File: src/hdl/radio_ctrl_macros.svh
`ifndef RADIO_CTRL_MACROS_SVH
`define RADIO_CTRL_MACROS_SVH

// Firmware version reported in telemetry slot 0
`define VERSION_MAJOR 8'h4A

// Quarter millisecond is QMSEC_RELOAD + 1 clk cycles
`define QMSEC_RELOAD 10'd625

// Millisecond strobes an input must hold before it is accepted
`define DEBOUNCE_MS 3'd4

// Command address of the PA configuration word
`define CMD_ADDR_PA 6'h09

// Slow ADC temperature codes, ((T*0.01)+0.5)/3.26*4096
`define TEMP_30C 12'h3ED
`define TEMP_35C 12'h42B
`define TEMP_40C 12'h46B
`define TEMP_45C 12'h4AA
`define TEMP_50C 12'h4E8
`define TEMP_55C 12'h527

// Field positions inside the PA command data
`define PA_BIT_VNA    23
`define PA_BIT_ENABLE 19
`define PA_BIT_TRDIS  18

`endif

File: src/hdl/radio_ctrl_pkg.sv
`default_nettype none

package radio_ctrl_pkg;

  // Command bus fields
  typedef logic [5:0]  cmd_addr_t;
  typedef logic [31:0] cmd_data_t;

  // One reading from the slow ADC
  typedef logic [11:0] adc_sample_t;

  // Telemetry slot number and response word
  typedef logic [1:0]  slot_t;
  typedef logic [39:0] resp_word_t;

  // Fan speed states, Gray-like so neighbours differ in one bit
  typedef enum logic [2:0] {
    FAN_OFF      = 3'b000,
    FAN_LOW      = 3'b001,
    FAN_MED      = 3'b011,
    FAN_FULL     = 3'b010,
    FAN_OVERHEAT = 3'b110
  } fan_state_e;

endpackage

`default_nettype wire

File: src/hdl/ctrl_tick_gen.sv
`default_nettype none
`timescale 1ns/1ps

`include "radio_ctrl_macros.svh"

module ctrl_tick_gen (
  input  logic clk,
  input  logic slow_adc_rst,
  output logic qmsec_pulse_o,
  output logic msec_pulse_o
);

  logic [9:0] qmsec_cnt;
  logic [1:0] msec_cnt;

  always_ff @(posedge clk) begin
    if (slow_adc_rst) begin
      qmsec_cnt     <= `QMSEC_RELOAD;
      msec_cnt      <= 2'd0;
      qmsec_pulse_o <= 1'b0;
      msec_pulse_o  <= 1'b0;
    end else begin
      qmsec_pulse_o <= 1'b0;
      msec_pulse_o  <= 1'b0;
      if (qmsec_cnt == 10'd0) begin
        qmsec_cnt     <= `QMSEC_RELOAD;
        qmsec_pulse_o <= 1'b1;
        msec_cnt      <= msec_cnt + 2'd1;
        // Every fourth reload marks a full millisecond
        if (msec_cnt == 2'd3) begin
          msec_pulse_o <= 1'b1;
        end
      end else begin
        qmsec_cnt <= qmsec_cnt - 10'd1;
      end
    end
  end

endmodule

`default_nettype wire

File: src/hdl/fan_thermal_ctrl.sv
`default_nettype none
`timescale 1ns/1ps

`include "radio_ctrl_macros.svh"

module fan_thermal_ctrl
  import radio_ctrl_pkg::*;
(
  input  logic        clk,
  input  logic        slow_adc_rst,
  input  logic        adc_sample_i,
  input  adc_sample_t temperature_i,
  output logic        fan_pwm_o,
  output logic        temp_enable_tx_o
);

  fan_state_e  fan_state;
  fan_state_e  fan_state_next;
  logic [1:0]  up_vote;
  logic [1:0]  up_vote_next;
  logic [1:0]  dn_vote;
  logic [1:0]  dn_vote_next;
  logic [15:0] fan_cnt;

  always_ff @(posedge clk) begin
    if (slow_adc_rst) begin
      fan_state <= FAN_OFF;
      up_vote   <= 2'd0;
      dn_vote   <= 2'd0;
      fan_cnt   <= 16'd0;
    end else begin
      fan_cnt <= fan_cnt + 16'd1;
      if (adc_sample_i) begin
        fan_state <= fan_state_next;
        up_vote   <= up_vote_next;
        dn_vote   <= dn_vote_next;
      end
    end
  end

  // Votes decay unless this sample agrees; a full vote moves one step
  always_comb begin
    fan_state_next = fan_state;
    up_vote_next   = (up_vote == 2'd0) ? 2'd0 : up_vote - 2'd1;
    dn_vote_next   = (dn_vote == 2'd0) ? 2'd0 : dn_vote - 2'd1;
    fan_pwm_o      = 1'b0;

    unique case (fan_state)
      FAN_OFF: begin
        if (temperature_i > `TEMP_35C) up_vote_next = up_vote + 2'd1;
        if (&up_vote) fan_state_next = FAN_LOW;
      end
      FAN_LOW: begin
        if (temperature_i > `TEMP_40C) up_vote_next = up_vote + 2'd1;
        else if (temperature_i < `TEMP_30C) dn_vote_next = dn_vote + 2'd1;
        if (&up_vote) fan_state_next = FAN_MED;
        else if (&dn_vote) fan_state_next = FAN_OFF;
        fan_pwm_o = fan_cnt[15];
      end
      FAN_MED: begin
        if (temperature_i > `TEMP_45C) up_vote_next = up_vote + 2'd1;
        else if (temperature_i < `TEMP_35C) dn_vote_next = dn_vote + 2'd1;
        if (&up_vote) fan_state_next = FAN_FULL;
        else if (&dn_vote) fan_state_next = FAN_LOW;
        // Three quarters duty
        fan_pwm_o = fan_cnt[15] | fan_cnt[14];
      end
      FAN_FULL: begin
        if (temperature_i > `TEMP_55C) up_vote_next = up_vote + 2'd1;
        else if (temperature_i < `TEMP_40C) dn_vote_next = dn_vote + 2'd1;
        if (&up_vote) fan_state_next = FAN_OVERHEAT;
        else if (&dn_vote) fan_state_next = FAN_MED;
        fan_pwm_o = 1'b1;
      end
      FAN_OVERHEAT: begin
        if (temperature_i < `TEMP_50C) dn_vote_next = dn_vote + 2'd1;
        if (&dn_vote) fan_state_next = FAN_FULL;
        fan_pwm_o = 1'b1;
      end
      default: begin
        fan_state_next = FAN_OFF;
      end
    endcase
  end

  // Too hot to transmit
  assign temp_enable_tx_o = (fan_state != FAN_OVERHEAT);

endmodule

`default_nettype wire

File: src/hdl/key_debounce.sv
`default_nettype none
`timescale 1ns/1ps

`include "radio_ctrl_macros.svh"

module key_debounce (
  input  logic clk,
  input  logic slow_adc_rst,
  input  logic msec_pulse_i,
  input  logic pin_n_i,
  output logic clean_o
);

  logic       pin_meta;
  logic       pin_sync;
  logic [2:0] stable_cnt;

  // Pin is asynchronous to clk
  always_ff @(posedge clk) begin
    pin_meta <= pin_n_i;
    pin_sync <= pin_meta;
  end

  always_ff @(posedge clk) begin
    if (slow_adc_rst) begin
      stable_cnt <= 3'd0;
      clean_o    <= 1'b0;
    end else if (~pin_sync == clean_o) begin
      // Bounced back, start over
      stable_cnt <= 3'd0;
    end else if (msec_pulse_i) begin
      if (stable_cnt == `DEBOUNCE_MS - 3'd1) begin
        clean_o    <= ~pin_sync;
        stable_cnt <= 3'd0;
      end else begin
        stable_cnt <= stable_cnt + 3'd1;
      end
    end
  end

endmodule

`default_nettype wire

File: src/hdl/radio_ctrl_top.sv
`default_nettype none
`timescale 1ns/1ps

module radio_ctrl_top
  import radio_ctrl_pkg::*;
(
  input  logic        clk,
  input  logic        slow_adc_rst,
  input  logic        cmd_rqst_i,
  input  cmd_addr_t   cmd_addr_i,
  input  cmd_data_t   cmd_data_i,
  input  logic        tx_on_i,
  input  logic        cw_on_i,
  input  logic        run_i,
  input  logic        rxclip_i,
  input  logic        resp_rqst_i,
  input  logic        io_phone_tip_i,
  input  logic        io_phone_ring_i,
  input  logic        io_tx_inhibit_i,
  input  adc_sample_t temperature_i,
  input  adc_sample_t fwd_pwr_i,
  input  adc_sample_t rev_pwr_i,
  input  adc_sample_t bias_current_i,
  output logic        qmsec_pulse_o,
  output logic        msec_pulse_o,
  output logic        cw_keydown_o,
  output resp_word_t  resp_o,
  output logic        fan_pwm_o,
  output logic        pa_inttr_o,
  output logic        pa_exttr_o,
  output logic        pwr_envpa_o,
  output logic        pwr_envop_o,
  output logic        pwr_envbias_o,
  output logic        rffe_rfsw_sel_o
);

  logic msec_pulse;
  logic key_tip;
  logic key_ring;
  logic ext_inhibit;
  logic adc_sample;
  logic temp_enable_tx;
  logic ptt_flag;

  assign msec_pulse_o = msec_pulse;
  assign cw_keydown_o = key_tip;

  // Ring doubles as PTT in basic CW mode
  assign ptt_flag = cw_on_i | key_ring;

  ctrl_tick_gen u_tick (
    .clk           (clk),
    .slow_adc_rst  (slow_adc_rst),
    .qmsec_pulse_o (qmsec_pulse_o),
    .msec_pulse_o  (msec_pulse)
  );

  key_debounce u_tip (
    .clk          (clk),
    .slow_adc_rst (slow_adc_rst),
    .msec_pulse_i (msec_pulse),
    .pin_n_i      (io_phone_tip_i),
    .clean_o      (key_tip)
  );

  key_debounce u_ring (
    .clk          (clk),
    .slow_adc_rst (slow_adc_rst),
    .msec_pulse_i (msec_pulse),
    .pin_n_i      (io_phone_ring_i),
    .clean_o      (key_ring)
  );

  key_debounce u_inhibit (
    .clk          (clk),
    .slow_adc_rst (slow_adc_rst),
    .msec_pulse_i (msec_pulse),
    .pin_n_i      (io_tx_inhibit_i),
    .clean_o      (ext_inhibit)
  );

  tx_keying u_keying (
    .clk              (clk),
    .slow_adc_rst     (slow_adc_rst),
    .cmd_rqst_i       (cmd_rqst_i),
    .cmd_addr_i       (cmd_addr_i),
    .cmd_data_i       (cmd_data_i),
    .tx_on_i          (tx_on_i),
    .ext_ptt_i        (key_ring),
    .ext_inhibit_i    (ext_inhibit),
    .run_i            (run_i),
    .temp_enable_tx_i (temp_enable_tx),
    .pa_inttr_o       (pa_inttr_o),
    .pa_exttr_o       (pa_exttr_o),
    .pwr_envpa_o      (pwr_envpa_o),
    .pwr_envop_o      (pwr_envop_o),
    .pwr_envbias_o    (pwr_envbias_o),
    .rffe_rfsw_sel_o  (rffe_rfsw_sel_o)
  );

  fan_thermal_ctrl u_fan (
    .clk              (clk),
    .slow_adc_rst     (slow_adc_rst),
    .adc_sample_i     (adc_sample),
    .temperature_i    (temperature_i),
    .fan_pwm_o        (fan_pwm_o),
    .temp_enable_tx_o (temp_enable_tx)
  );

  telemetry_resp u_telemetry (
    .clk            (clk),
    .slow_adc_rst   (slow_adc_rst),
    .resp_rqst_i    (resp_rqst_i),
    .rxclip_i       (rxclip_i),
    .key_tip_i      (key_tip),
    .ptt_flag_i     (ptt_flag),
    .temperature_i  (temperature_i),
    .fwd_pwr_i      (fwd_pwr_i),
    .rev_pwr_i      (rev_pwr_i),
    .bias_current_i (bias_current_i),
    .resp_o         (resp_o),
    .adc_sample_o   (adc_sample)
  );

endmodule

`default_nettype wire

File: src/hdl/telemetry_resp.sv
`default_nettype none
`timescale 1ns/1ps

`include "radio_ctrl_macros.svh"

module telemetry_resp
  import radio_ctrl_pkg::*;
(
  input  logic        clk,
  input  logic        slow_adc_rst,
  input  logic        resp_rqst_i,
  input  logic        rxclip_i,
  input  logic        key_tip_i,
  input  logic        ptt_flag_i,
  input  adc_sample_t temperature_i,
  input  adc_sample_t fwd_pwr_i,
  input  adc_sample_t rev_pwr_i,
  input  adc_sample_t bias_current_i,
  output resp_word_t  resp_o,
  output logic        adc_sample_o
);

  slot_t       slot;
  logic        sample_tgl;
  logic [1:0]  clip_cnt;
  logic        clip_flag;
  logic [31:0] payload;

  assign clip_flag = &clip_cnt;

  always_comb begin
    unique case (slot)
      2'd0:    payload = {7'h0F, clip_flag, 16'h0000, `VERSION_MAJOR};
      2'd1:    payload = {4'h0, temperature_i, 4'h0, fwd_pwr_i};
      2'd2:    payload = {4'h0, rev_pwr_i, 4'h0, bias_current_i};
      default: payload = 32'h0000_0000;
    endcase
  end

  always_ff @(posedge clk) begin
    if (slow_adc_rst) begin
      slot       <= 2'd0;
      sample_tgl <= 1'b0;
      clip_cnt   <= 2'd0;
      resp_o     <= {32'h0000_0000, `VERSION_MAJOR};
    end else if (resp_rqst_i) begin
      slot       <= slot + 2'd1;
      sample_tgl <= ~sample_tgl;
      clip_cnt   <= 2'd0;
      resp_o     <= {3'b000, slot, key_tip_i, 1'b0, ptt_flag_i, payload};
    end else if (!clip_flag) begin
      // Saturates at 3 until the next request
      clip_cnt <= clip_cnt + {1'b0, rxclip_i};
    end
  end

  // Slow ADC sampled on every other request
  assign adc_sample_o = resp_rqst_i & sample_tgl;

endmodule

`default_nettype wire

File: src/hdl/tx_keying.sv
`default_nettype none
`timescale 1ns/1ps

`include "radio_ctrl_macros.svh"

module tx_keying
  import radio_ctrl_pkg::*;
(
  input  logic      clk,
  input  logic      slow_adc_rst,
  input  logic      cmd_rqst_i,
  input  cmd_addr_t cmd_addr_i,
  input  cmd_data_t cmd_data_i,
  input  logic      tx_on_i,
  input  logic      ext_ptt_i,
  input  logic      ext_inhibit_i,
  input  logic      run_i,
  input  logic      temp_enable_tx_i,
  output logic      pa_inttr_o,
  output logic      pa_exttr_o,
  output logic      pwr_envpa_o,
  output logic      pwr_envop_o,
  output logic      pwr_envbias_o,
  output logic      rffe_rfsw_sel_o
);

  logic vna;
  logic pa_enable;
  logic tr_disable;
  logic int_tx_on;
  logic pa_path;

  // PA configuration from host command
  always_ff @(posedge clk) begin
    if (slow_adc_rst) begin
      vna        <= 1'b0;
      pa_enable  <= 1'b0;
      tr_disable <= 1'b0;
    end else if (cmd_rqst_i && (cmd_addr_i == `CMD_ADDR_PA)) begin
      vna        <= cmd_data_i[`PA_BIT_VNA];
      pa_enable  <= cmd_data_i[`PA_BIT_ENABLE];
      tr_disable <= cmd_data_i[`PA_BIT_TRDIS];
    end
  end

  // Keyed by host or external PTT, unless inhibited or too hot
  assign int_tx_on = (tx_on_i | ext_ptt_i) & ~ext_inhibit_i & run_i & temp_enable_tx_i;

  // RF routed through the PA only outside VNA mode
  assign pa_path = ~vna & pa_enable;

  assign pwr_envop_o     = int_tx_on;
  assign pa_exttr_o      = int_tx_on;
  assign pwr_envpa_o     = int_tx_on & pa_path;
  assign pwr_envbias_o   = int_tx_on & pa_path;
  assign pa_inttr_o      = int_tx_on & ~vna & (pa_enable | ~tr_disable);
  assign rffe_rfsw_sel_o = pa_path;

endmodule

`default_nettype wire
File: config.mk
export PLATFORM = sky130hd
export DESIGN_NAME = radio_ctrl_top
export DESIGN_NICKNAME = d
export VERILOG_FILES = /design/src/hdl/radio_ctrl_pkg.sv /design/src/hdl/ctrl_tick_gen.sv /design/src/hdl/fan_thermal_ctrl.sv /design/src/hdl/key_debounce.sv /design/src/hdl/radio_ctrl_top.sv /design/src/hdl/telemetry_resp.sv /design/src/hdl/tx_keying.sv
export VERILOG_INCLUDE_DIRS = /design/src /design/src/hdl
export SDC_FILE = /design/constraint.sdc
export NUM_CORES = 1
export LEC_CHECK = 0
export BUFFER_PORTS_ARGS = -buffer_cell sky130_fd_sc_hd__buf_2
export CAP_MARGIN = 20
export CORE_UTILIZATION = 50
export CTS_BUF_LIST = sky130_fd_sc_hd__clkbuf_2
export CTS_CLUSTER_SIZE = 24
export DETAILED_ROUTE_END_ITERATION = 6
export HOLD_SLACK_MARGIN = 0.08
export PLACE_DENSITY = 0.85
export SLEW_MARGIN = 20
export SYNTH_ARGS = -nofsm -noshare
export SYNTH_HDL_FRONTEND = slang
export SYNTH_HIERARCHICAL = 1
export SYNTH_SLANG_ARGS = --single-unit
File: constraint.sdc
create_clock -name clk -period 5.5 [get_ports clk]
set_input_delay 0.275 -clock clk [delete_from_list [all_inputs] [get_ports clk]]
set_output_delay 0.275 -clock clk [all_outputs]
set_load 0.02 [all_outputs]
Word-level counts from Yosys, hierarchy flattened --
Index checks and enable logic that the tools add are counted. Widths: inputs -> output; s select.
Storage, ports and cells: flip-flop bits (word level) 99, logic and storage cells 141, output and inout bits 50
Operators by class: bitwise gates (word level) 23, mux-type cells 31, add/sub/neg operators 12, reduce and logical (&&, ||, !) cells 20, $lt $le $gt $ge 8, equality and inequality tests 20
Operator list (number):
- $pmux 29 s3 | 1
- $gt 12x11->1 const B | 4
- $lt 12x11->1 const B | 3
- $mux 3 | 11
- $mux 2 | 13
- $add 16x1->16 const B | 1
- $pmux 2 s4 | 2
- $eq 3x2->1 const B | 5
- $pmux 3 s5 | 1
- $reduce_or 2->1 | 7
- $lt 12x10->1 const B | 1
- $not 1->1 | 11
- $logic_not 10->1 | 1
- $sub 10x1->10 const B | 1
- $add 3x1->3 const B | 3
- $ne 3x1->1 const B | 3
- $reduce_and 3->1 | 3
- $add 2x1->2 const B | 4
- $and 1x1->1 | 8
- $eq 6x4->1 const B | 1
- $logic_not 2->1 | 3
- $reduce_and 2->1 | 3
- $reduce_and 6->1 | 1
- $eq 2x2->1 const B | 2
- 13 further kinds | 21

Depth between registers and ports, before layout --
Gate-level depths: netlist of run 1.
depth after elaboration 6, mapped depth 8

By module --
Netlist of run 1, hierarchy kept.
Modules (own cells, without submodules):
- fan_thermal_ctrl | instances 1, seq. area each 460.4 um^2, cells an instance 194, area an instance 1535.2 um^2
- telemetry_resp | instances 1, seq. area each 680.7 um^2, cells an instance 163, area an instance 1461.4 um^2
- key_debounce | instances 3, seq. area each 120.1 um^2, cells an instance 21, area an instance 221.5 um^2
- ctrl_tick_gen | instances 1, seq. area each 280.3 um^2, cells an instance 63, area an instance 593.1 um^2
- tx_keying | instances 1, seq. area each 60.1 um^2, cells an instance 23, area an instance 232.7 um^2
- radio_ctrl_top | instances 1, seq. area each 0.0 um^2, cells an instance 1, area an instance 6.3 um^2

Worst setup path before layout of run 1 --
OpenSTA, ideal clock, no wires.
kind reg-to-output, start point reg u_fan.fan_state[0], end point out pa_inttr_o, arrival 1.905 ns, path buffers 1, slack 3.320 ns, stages on the path, launching flop included 7, path through dfxtp_1 buf_2 nor2_1 nand2_1 nand2_1 nor3_1 nor3b_1
Between the ends: longest elaborated chain between the ends 4
RTL lines:
- start: declaration | RTL line fan_thermal_ctrl.sv:17 | fan_state_e fan_state;
- start signal: assignment | RTL line fan_thermal_ctrl.sv:34 | fan_state <= fan_state_next;
- $ne 3x3->1 | RTL line fan_thermal_ctrl.sv:87 | assign temp_enable_tx_o = (fan_state != FAN_OVERHEAT);
- net temp_enable_tx | RTL line radio_ctrl_top.sv:42 | logic temp_enable_tx;
- $and 1x1->1 | RTL line tx_keying.sv:47 | assign int_tx_on = (tx_on_i | ext_ptt_i) & ~ext_inhibit_i & run_i & temp_enable_tx_i;
- net pa_exttr_o | RTL line radio_ctrl_top.sv:30 | output logic pa_exttr_o,
- $and 1x1->1 (2 in series) | RTL line tx_keying.sv:56 | assign pa_inttr_o = int_tx_on & ~vna & (pa_enable | ~tr_disable);
- end: declaration | RTL line radio_ctrl_top.sv:29 | output logic pa_inttr_o,
The timed path passes the listed nets, and every way through them passes these cells.

Worst setup path in the final report of run 1 --
start point reg u_fan.fan_state[1], end point out pa_inttr_o
Between the ends: longest elaborated chain between the ends 4
RTL lines (RTL line):
- $ne 3x3->1 | fan_thermal_ctrl.sv:87
- net temp_enable_tx | radio_ctrl_top.sv:42
- $and 1x1->1 | tx_keying.sv:47
- $and 1x1->1 (2 in series) | tx_keying.sv:56
The timed path passes the listed nets, and every way through them passes these cells.

==> flow_summary_export.csv, run 1 <==
group,metric,value,unit
run_status,status,"finished, final reports clean",
setup_path,cp.required,5.22,ns
layout,n_antenna_cell,0,
clocking,cts_buffer_depth,2,
global_route,grt_pass1_wl,19170,um
flow_run,drv_cap,0,
place,post-dp-hpwl,7391,um
synth,async_flop_share,0,
clocking,worstSkewPairLatency,0.54,ns
sta,hold_viol_final,0,
detailed_routing,drc,0,
sta,fin_skew,0.02545,ns
synth,synth_area_leader_cell,"dfxtp_1",
sta,layout_min_cycle_time,2.855,ns
synth,synthCells,507,
synth,synth_seq_area_share,0.4099,
layout,final_nets,767,
power,p_total,1.250,mW
clocking,cts_tree,"done",
floorplanning,dieHeight,96.80,um
global_route,grt_start_max_net_pins,32,
power,worst_ir_drop_vdd,151.8,uV
floorplanning,fp-row-count,34,
detailed_routing,wl_per_cell,15.11,um
synth,syn-cell-area,4493,um2
setup_path,end_kind,"output pin",
layout,fillers,679,
sta,timing.fmax,350.2,MHz
synth,synth.area.top_cells,"dfxtp_1 (41%), ha_1 (4.5%), nor2_1 (3.9%), nand2_1 (3.3%), a22oi_1 (2.8%)",
floorplanning,dieArea,9369,um2
power,leakage,2.275,nW
sta,tightestPinTransition,0.9823,ns
global_route,grt-ovfl-total,0,
layout,syn2layout_area_growth,25.70,%
layout,multiInputGateArea,2417,um2
synth,synthTopCellsByCount,"dfxtp_1 (92), nor2_1 (47), nand2_1 (40)",
place,io_buffers,106,
layout,drive_gt1_frac,0.2094,
detailed_routing,vias,4354,
detailed_routing,vias_per_cell,5.677,
detailed_routing,dr.pass1.iters,5,
place,gp_congestion,0.8312,
detailed_routing,drt-initial-drc-count,188,
sta,setup_violations,0,
setup_path,crit_fanout,12,
floorplanning,io_pins,147,
floorplanning,start_util,0.5152,
setup_path,critical_path_class,"register to output pin",
synth,yosysMostFrequentCell,"dfxtp_1",
clocking,numCtsBuffers,9,
clocking,cts-root-buf,"clkbuf_2",
detailed_routing,drt-total-wl,11590,um
floorplanning,core_area,8721,um2
global_route,grt_pass1_vias,4283,
sta,maxSlewHeadroom,0.3451,
synth,synth_area_per_cell,8.862,um2
clocking,cts.repair.resized,0,
synth,ys_seq_elements,92,
detailed_routing,ant_nets,0,
global_route,grt_usage,0.2434,
clocking,clkTransAtPathRegs,0.26,ns
sta,slew_viol_final,0,
sta,rsz0062_at_grt,"no",
setup_path,cp.arrival,2.58,ns
synth,synth_warnings,6,
power,powerDensity,221.3,nW/um2
clocking,cts.sink_count,92,
global_route,antenna_found_initial,0,
sta,finalCritPeriodShare,0.5192,
floorplanning,dieWidth,96.80,um
synth,ys.flop_type,"dfxtp_1",
synth,ys_types,63,
synth,synth-edff-count,0,
worst_hold_path,hold_path.class,"primary input to register",
setup_path,cp-start-kind,"register",
layout,regArea,1842,um2
sta,fin_setup_tns,0,ns
clocking,htree_levels,3,
synth,netlist.area_leader.share,0.4099,
==> worst max-delay path: stages, from the launching register on <==
cell     delay [ns]
dfxtp_1        0.65
inv_1          0.17
nor2_1         0.51
nand2_1        0.20
nand2_1        0.13
nor3_1         0.08
nor3b_1        0.15
buf_2          0.16
==> flip-flops by register name, indices dropped and copies added (netlist names), 2 cells and up <==
register              cells
u_telemetry/resp_o       29
u_fan/fan_cnt            16
u_tick/qmsec_cnt         10
u_fan/fan_state           3
u_inhibit/stable_cnt      3
u_ring/stable_cnt         3
u_tip/stable_cnt          3
u_fan/dn_vote             2
u_fan/up_vote             2
u_telemetry/clip_cnt      2
u_telemetry/slot          2
u_tick/msec_cnt           2
==> logic make-up after synthesis <==
logic type               Yosys count  share of synthesized area
buffers and inverters             55                    0.06043
AO/OA/AOI/OAI                    128                     0.1994
XOR/XNOR                          21                    0.04093
other                              1                  0.0008346
flip-flops                        92                     0.4099
adder cells (fa/ha/maj)           16                    0.04456
AND/OR/NAND/NOR                  182                     0.2172
multiplexers                      12                    0.02673
==> path summary, 6_finish.rpt <==
check,cells past startpoint,startpoint,slack (ns),to
min reg2reg,0,u_tip/pin_meta$_DFF_P_,0.36,u_tip/pin_sync$_DFF_P_
min,3,temperature_i[3],0.13,u_telemetry/resp_o[19]$_SDFFE_PP0P_
max,7,u_fan/fan_state[1]$_SDFFE_PP0P_,2.64,pa_inttr_o
max reg2reg,4,u_telemetry/slot[0]$_SDFFE_PP0P_,3.10,u_telemetry/resp_o[2]$_SDFFE_PP0P_
==> through the flow <==
stage	hold WS (ns)	setup WS (ns)	cell area (um2)	std cells	utilization
floorplan	0.3027	3.320	4531	517	-
global placement	0.3105	3.325	5015	698	0.5750
detailed placement	0.3171	3.298	5015	698	0.5750
CTS	0.08378	2.618	5638	766	0.6465
global route	0.09255	2.434	5648	767	0.6476
finish	0.1251	2.645	5648	767	0.6476
==> report_power, final <==
part           total (mW)  switching (mW)  internal (mW)
clock               0.310           0.243         0.0663
combinational       0.226           0.124          0.103
sequential          0.713          0.0193          0.694
total                1.25           0.386          0.863
==> cell type report <==
class / instances / area share
Multi-Input combinational cell: 370 / 0.4280
Sequential cell: 92 / 0.3261
Timing Repair Buffer: 161 / 0.1905
Tap cell: 108 / 0.02393
Inverter: 20 / 0.01329
Clock inverter: 7 / 0.01019
Clock buffer: 9 / 0.007975
==> layout by cell type (no fill, tap or decap), types with 3 or more instances in the layout <==
cell           netlist  layout
buf_2                7     106
dfxtp_1             92      92
dlygate4sd3_1        0      53
nor2_1              47      47
nand2_1             40      40
a21oi_1             21      21
inv_1               20      20
o21ai_1             20      20
nand2b_1            18      18
nand3_1             17      17
a22oi_1             17      17
ha_1                16      16
o21ai_0             14      14
a31oi_1             12      12
mux2i_1             12      12
xor2_1              11      11
conb_1               1      11
xnor2_1             10      10
nor3_1              10      10
clkbuf_2             0       9
o31ai_1              6       6
a221oi_1             6       6
nor2b_1              5       5
and2_1               5       5
nand4_1              5       5
nor4_1               4       4
or3_1                4       4
a22o_1               3       3
and3_1               3       3
nor4b_1              3       3
o2111ai_1            3       3
o41ai_1              3       3
nand3b_1             3       3
a211oi_2             3       3
or4_1                3       3
==> timing repair <==
item                      4_1_cts  5_1_grt
hold buffers                   52        1
buffers inserted                0        0
hold endpoints to repair       32        1
==> layer usage <==
layer  global-route usage  part of all wire  up-vias
met2               0.4361              0.51      147
met5                    0                 0        -
met3              0.05130             0.050       29
li1                     -                 -     2102
met1               0.2821              0.42     2076
met4              0.09414             0.019        0
(Power assumes the default switching activity.)
==> run 2: changes to the inputs <==
- CORE_UTILIZATION: 50 -> 47
- PLACE_DENSITY: 0.85 -> 0.84
- clock period: 5.5 -> 2.5 ns (I/O delays scaled with it)
==> run 2 against run 1 <==
Against the previous run:
- final cell count up 4.8%
- largest cell class unchanged
- clock skew rose by 0.013 ns
- largest power group unchanged
- clock power grew to 2.5 times the previous value
- worst hold slack gained 0.037 ns
- worst setup slack worse by 2.4 ns
- critical path depth unchanged
- power rose by 130%
- critical endpoint unchanged
- die area up 6.3%
==> flow_summary_export.csv, run 2 (synthesized netlist as in run 1, its figures left out) <==
group,metric,value,unit
global_route,top_usage_layer,"met2",
worst_hold_path,hold_path.class,"primary input to register",
detailed_routing,vias_per_cell,5.524,
layout,drive_gt1_frac,0.2163,
clocking,numCtsBuffers,9,
sta,tightestPinTransition,0.7573,ns
global_route,grt_usage,0.2413,
floorplanning,dieWidth,99.78,um
detailed_routing,wl_per_cell,14.68,um
clocking,clkTransAtPathRegs,0.30,ns
global_route,grt_pass1_wl,19290,um
setup_path,cp.arrival,2.12,ns
sta,fin_setup_tns,0,ns
clocking,cts.sink_count,92,
layout,layout_commonest_cell,"buf_2",
floorplanning,fp-row-count,35,
sta,finalCritPeriodShare,0.8965,
place,gp_congestion,0.8770,
clocking,worstSkewPairLatency,0.57,ns
setup_path,rr_worst_depth,5,
power,leakage,2.365,nW
detailed_routing,dr.pass1.iters,5,
clocking,cts-root-buf,"clkbuf_2",
sta,setup_violations,0,
floorplanning,core_area,9240,um2
clocking,cts_tree,"done",
power,worst_ir_drop_vdd,322.5,uV
setup_path,critical_path_class,"register to output pin",
power,powerDensity,491.5,nW/um2
global_route,use_met1,0.2790,
global_route,grt_use_met3,0.04248,
setup_path,end_kind,"output pin",
place,io_buffers,106,
global_route,grt_start_max_net_pins,35,
sta,fin_skew,0.03838,ns
floorplanning,start_util,0.4863,
global_route,use_met2,0.4228,
sta,slew_viol_final,0,
worst_hold_path,whs_path_depth,2,
layout,final_cell_mix,"buf_2 (106), dfxtp_1 (91), dlygate4sd3_1 (64), nor2_1 (47), nand2_1 (40)",
clocking,cts_buffer_depth,2,
global_route,grt-ovfl-total,0,
detailed_routing,drt-initial-drc-count,262,
setup_path,cp.required,2.38,ns
place,post-dp-hpwl,7502,um
setup_path,crit_fanout,10,
floorplanning,dieArea,9955,um2
sta,layout_min_cycle_time,2.241,ns
flow_run,drv_cap,0,
floorplanning,io_pins,147,
sta,hold_viol_final,0,
global_route,antenna_found_initial,0,
sta,maxSlewHeadroom,0.4951,
detailed_routing,vias,4441,
layout,syn2layout_area_growth,30.41,%
sta,timing.fmax,446.2,MHz
layout,n_antenna_cell,0,
run_status,status,"finished, final reports clean",
layout,top_register,"u_telemetry/resp_o",
detailed_routing,drc,0,
sta,whs,0.1624,ns
global_route,grt_pass1_vias,4316,
layout,largest_reg_flops,29,
floorplanning,dieHeight,99.78,um
sta,rsz0062_at_grt,"no",
detailed_routing,drt-total-wl,11800,um
detailed_routing,ant_nets,0,
layout,reg_top3,"u_telemetry/resp_o x29, u_fan/fan_cnt x16, u_tick/qmsec_cnt x10",
layout,final_nets,783,
clocking,htree_levels,3,
setup_path,cp-start-kind,"register",
[run 2: changes by cell type in the layout (fill, tap and decap cells not counted), sizes merged]
cell / before / now
clkinv: 2 / 3
dlygate4sd3: 53 / 64
buf: 108 / 113
clkinvlp: 2 / 0
inv: 23 / 24
[run 2: cell type report]
type | instances | area (um2)
Clock buffer | 9 | 45.04
Clock inverter | 7 | 86.33
Fill cell | 748 | 3381
Inverter | 20 | 75.07
Multi-Input combinational cell | 370 | 2425
Sequential cell | 92 | 1843
Tap cell | 129 | 161.4
Timing Repair Buffer | 177 | 1224
[run 2: final timing paths]
| kind | startpoint | endpoint | slack [ns] |
|---|---|---|---|
| max | u_fan/fan_state[0]$_SDFFE_PP0P_ | pa_inttr_o | 0.26 |
| min | io_phone_ring_i | u_ring/pin_meta$_DFF_P_ | 0.16 |
| max reg2reg | u_tick/qmsec_cnt[0]$_SDFF_PP1_ | u_tick/qmsec_cnt[3]$_SDFF_PP0_ | 0.36 |
| min reg2reg | u_inhibit/pin_meta$_DFF_P_ | u_inhibit/pin_sync$_DFF_P_ | 0.35 |
[run 2: power by group]
group          total, mW  internal [mW]  switching [mW]
clock              0.782          0.182           0.600
combinational      0.528          0.251           0.276
sequential          1.57           1.53          0.0414
[run 2: repair_timing]
item,4_1_cts,5_1_grt
endpoints found under the hold margin,47,0
resized for setup,0,3
setup buffers,0,0
hold buffers,64,0
endpoints found under the setup margin,0,11
[run 2: critical path, cell delays in order, from the launching register on]
cell and delay (ns):
dfxtp_2 0.50, nor2_1 0.07, buf_4 0.17, nand2_1 0.12, nand2_1 0.10, nor3_2 0.20, nor3b_1 0.21, buf_2 0.20
[run 2: metal layers]
metal,vias up,share of wire
met5,-,0
met4,0,0.036
met3,38,0.055
met2,195,0.51
met1,2069,0.40
li1,2139,-
[run 2: metrics by stage]
step,total power [mW],instance area [um2],cells,utilization,worst slack [ns]
final,2.880,5859,804,0.6341,0.2588
after global routing,3.030,5859,804,0.6341,0.09561
after CTS,2.880,5851,804,0.6332,0.01759
after detailed placement,1.993,5079,724,0.5496,0.4184
after global placement,1.976,5079,724,0.5496,0.5182
after floorplan,1.856,4531,517,-,0.4695
==> run 3: changes to the inputs <==
- clock period: 2.5 -> 1.9 ns (I/O delays scaled with it)
==> run 3 against run 2 <==
Against the previous run:
- combinational power rose by 33%
- core utilization rose by 3.1 points
- die area did not move
- count of clock-buffer cells in the layout did not move
- sequential power rose by 31%
- clock skew rose by 0.0096 ns
- worst setup slack got worse by 0.24 ns
- routed wire length rose by 14%
- via count rose by 7.6%
- critical path type is now primary input to register
- critical endpoint is now u_fan/dn_vote[0]$_SDFFE_PP0P_
- largest power group unchanged
- highest routed layer unchanged
==> flow_summary_export.csv, run 3 (synthesized netlist as in run 1, its figures left out) <==
group,metric,value,unit
layout,n_antenna_cell,0,
layout,top_register,"u_telemetry/resp_o",
setup_path,cp.required,2.39,ns
layout,fillers,685,
floorplanning,io_pins,147,
detailed_routing,dr.pass1.iters,5,
layout,post-route-cell-area,6143,um2
clocking,cts.sink_count,92,
setup_path,cpMostUsedCell,"o311ai_2",
clocking,cts_tree,"done",
layout,layout_commonest_cell,"buf_2",
sta,maxSlewHeadroom,0.5221,
floorplanning,core_area,9240,um2
layout,regArea,1852,um2
sta,tightestPinTransition,0.7168,ns
place,gp_congestion,0.8992,
layout,fin_util,0.6649,
place,place_area,5186,um2
clocking,cts-root-buf,"clkbuf_2",
place,post-dp-hpwl,7924,um
global_route,grt_usage,0.2656,
detailed_routing,ant_nets,0,
sta,slew_viol_final,0,
worst_hold_path,hold_path.class,"primary input to register",
sta,layout_min_cycle_time,1.886,ns
detailed_routing,vias_per_cell,5.787,
global_route,antenna_found_initial,0,
global_route,grt-ovfl-total,0,
sta,setup_violations,0,
global_route,grt_start_max_net_pins,25,
setup_path,crit_fanout,6,
power,p_total,3.853,mW
clocking,numCtsBuffers,9,
detailed_routing,drc,0,
run_status,status,"finished, final reports clean",
floorplanning,fp-row-count,35,
setup_path,end_kind,"register",
power,leakage,2.533,nW
layout,drive_gt1_frac,0.2626,
sta,setup_ws,0.01428,ns
clocking,htree_levels,3,
setup_path,cp-start-kind,"primary input",
clocking,clkTransAtPathRegs,0.30,ns
place,io_buffers,106,
setup_path,crit_slowest_cell,"or4b_4",
sta,timing.fmax,530.3,MHz
clocking,cts_buffer_depth,2,
sta,hold_viol_final,0,
layout,reg_top3,"u_telemetry/resp_o x29, u_fan/fan_cnt x16, u_tick/qmsec_cnt x10",
setup_path,critical_path_class,"primary input to register",
layout,final_nets,805,
detailed_routing,drt-initial-drc-count,401,
layout,final_cell_mix,"buf_2 (103), dfxtp_1 (86), dlygate4sd3_1 (68), nor2_1 (46), nand2_1 (38)",
detailed_routing,vias,4780,
global_route,grt_pass1_wl,21240,um
sta,fin_skew,0.04802,ns
setup_path,cp.arrival,2.38,ns
floorplanning,dieWidth,99.78,um
setup_path,cpPeakStageDelay,0.57,ns
power,worst_ir_drop_vdd,433.1,uV
layout,multiInputGateArea,2501,um2
floorplanning,dieHeight,99.78,um
sta,finalCritPeriodShare,0.9925,
setup_path,r2r_slack,0.07,ns
layout,syn2layout_area_growth,36.73,%
layout,largest_reg_flops,29,
setup_path,cp_num_buf_inv,2,
setup_path,cp_top_family,"compound AO/OA/AOI/OAI gates",
floorplanning,dieArea,9955,um2
setup_path,cp_cell_sequence,"dlygate4sd3_1 > buf_2 > or4b_4 > a211oi_2 > nor3_2 > o311ai_2 > a211o_1 > o311ai_2",
detailed_routing,drt-total-wl,13440,um
sta,whs,0.1546,ns
place,post-place-ws,0.002655,ns
clocking,worstSkewPairLatency,0.57,ns
global_route,grt_pass1_vias,4665,
detailed_routing,wl_per_cell,16.27,um
floorplanning,start_util,0.4863,
power,powerDensity,627.2,nW/um2
flow_run,drv_cap,0,
==> run 3: cell count changes in the layout (fill, tap and decap cells not counted), moves of 3 or more <==
cell,previous run,this run
buf_4,7,26
dlygate4sd3_1,64,68
buf_2,106,103
dfxtp_1,91,86
dfxtp_2,1,5
==> run 3: timing repair <==
| item | in CTS | in global routing |
|---|---|---|
| pin swaps | 1 | 3 |
| hold buffers | 66 | 2 |
| buffers inserted | 3 | 2 |
| endpoints found under the setup margin | 5 | 14 |
| gates resized for setup | 14 | 16 |
| endpoints found under the hold margin | 55 | 2 |
| gates cloned | 0 | 0 |
==> run 3: cell type report <==
| cell class | count | share of cell area |
|---|---|---|
| multi-input cells | 370 | 0.4071 |
| flip-flops and latches | 92 | 0.3014 |
| repair buffers | 199 | 0.2301 |
| well taps | 129 | 0.02627 |
| clock inverters | 7 | 0.01507 |
| inverters | 20 | 0.01263 |
| clock buffers | 9 | 0.007332 |
==> run 3: worst reg2reg max path: cells and delay by family, from the launching register on <==
kind	cells	cell delay [ns]
AO/OA/AOI/OAI	1	0.14
adder cells (fa/ha/maj)	1	0.20
buffers and inverters	1	0.07
flip-flops	1	0.40
AND/OR/NAND/NOR	2	1.00
==> run 3: metrics by stage <==
step | std cells | TNS [ns]
3_3_place_gp | 737 | 0
2_1_floorplan | 517 | 0
4_1_cts | 822 | 0
3_5_place_dp | 737 | 0
6_report | 826 | 0
5_1_grt | 826 | -0.01485
==> run 3: final timing paths <==
path,from,end,cells past startpoint
setup reg to reg,u_tick/qmsec_cnt[0]$_SDFF_PP1_,u_tick/msec_cnt[0]$_SDFFE_PP0P_,5
setup / recovery,temperature_i[9],u_fan/dn_vote[0]$_SDFFE_PP0P_,8
hold / removal,io_tx_inhibit_i,u_inhibit/pin_meta$_DFF_P_,2
hold reg to reg,u_inhibit/pin_meta$_DFF_P_,u_inhibit/pin_sync$_DFF_P_,0
==> run 3: report_power, final <==
group	switching [mW]	total, mW	leakage [nW]	internal [mW]
sequential	0.0534	2.06	0.753	2.01
combinational	0.385	0.702	1.70	0.317
clock	0.747	1.09	0.0818	0.342
total	1.19	3.85	2.53	2.67
==> run 3: routing by layer <==
metal | GRT usage | vias to the layer above | share of wire
met4 | 0.1346 | 0 | 0.043
met2 | 0.4764 | 289 | 0.52
met3 | 0.05919 | 70 | 0.070
li1 | - | 2175 | -
met5 | 0 | - | 0
met1 | 0.2947 | 2246 | 0.37
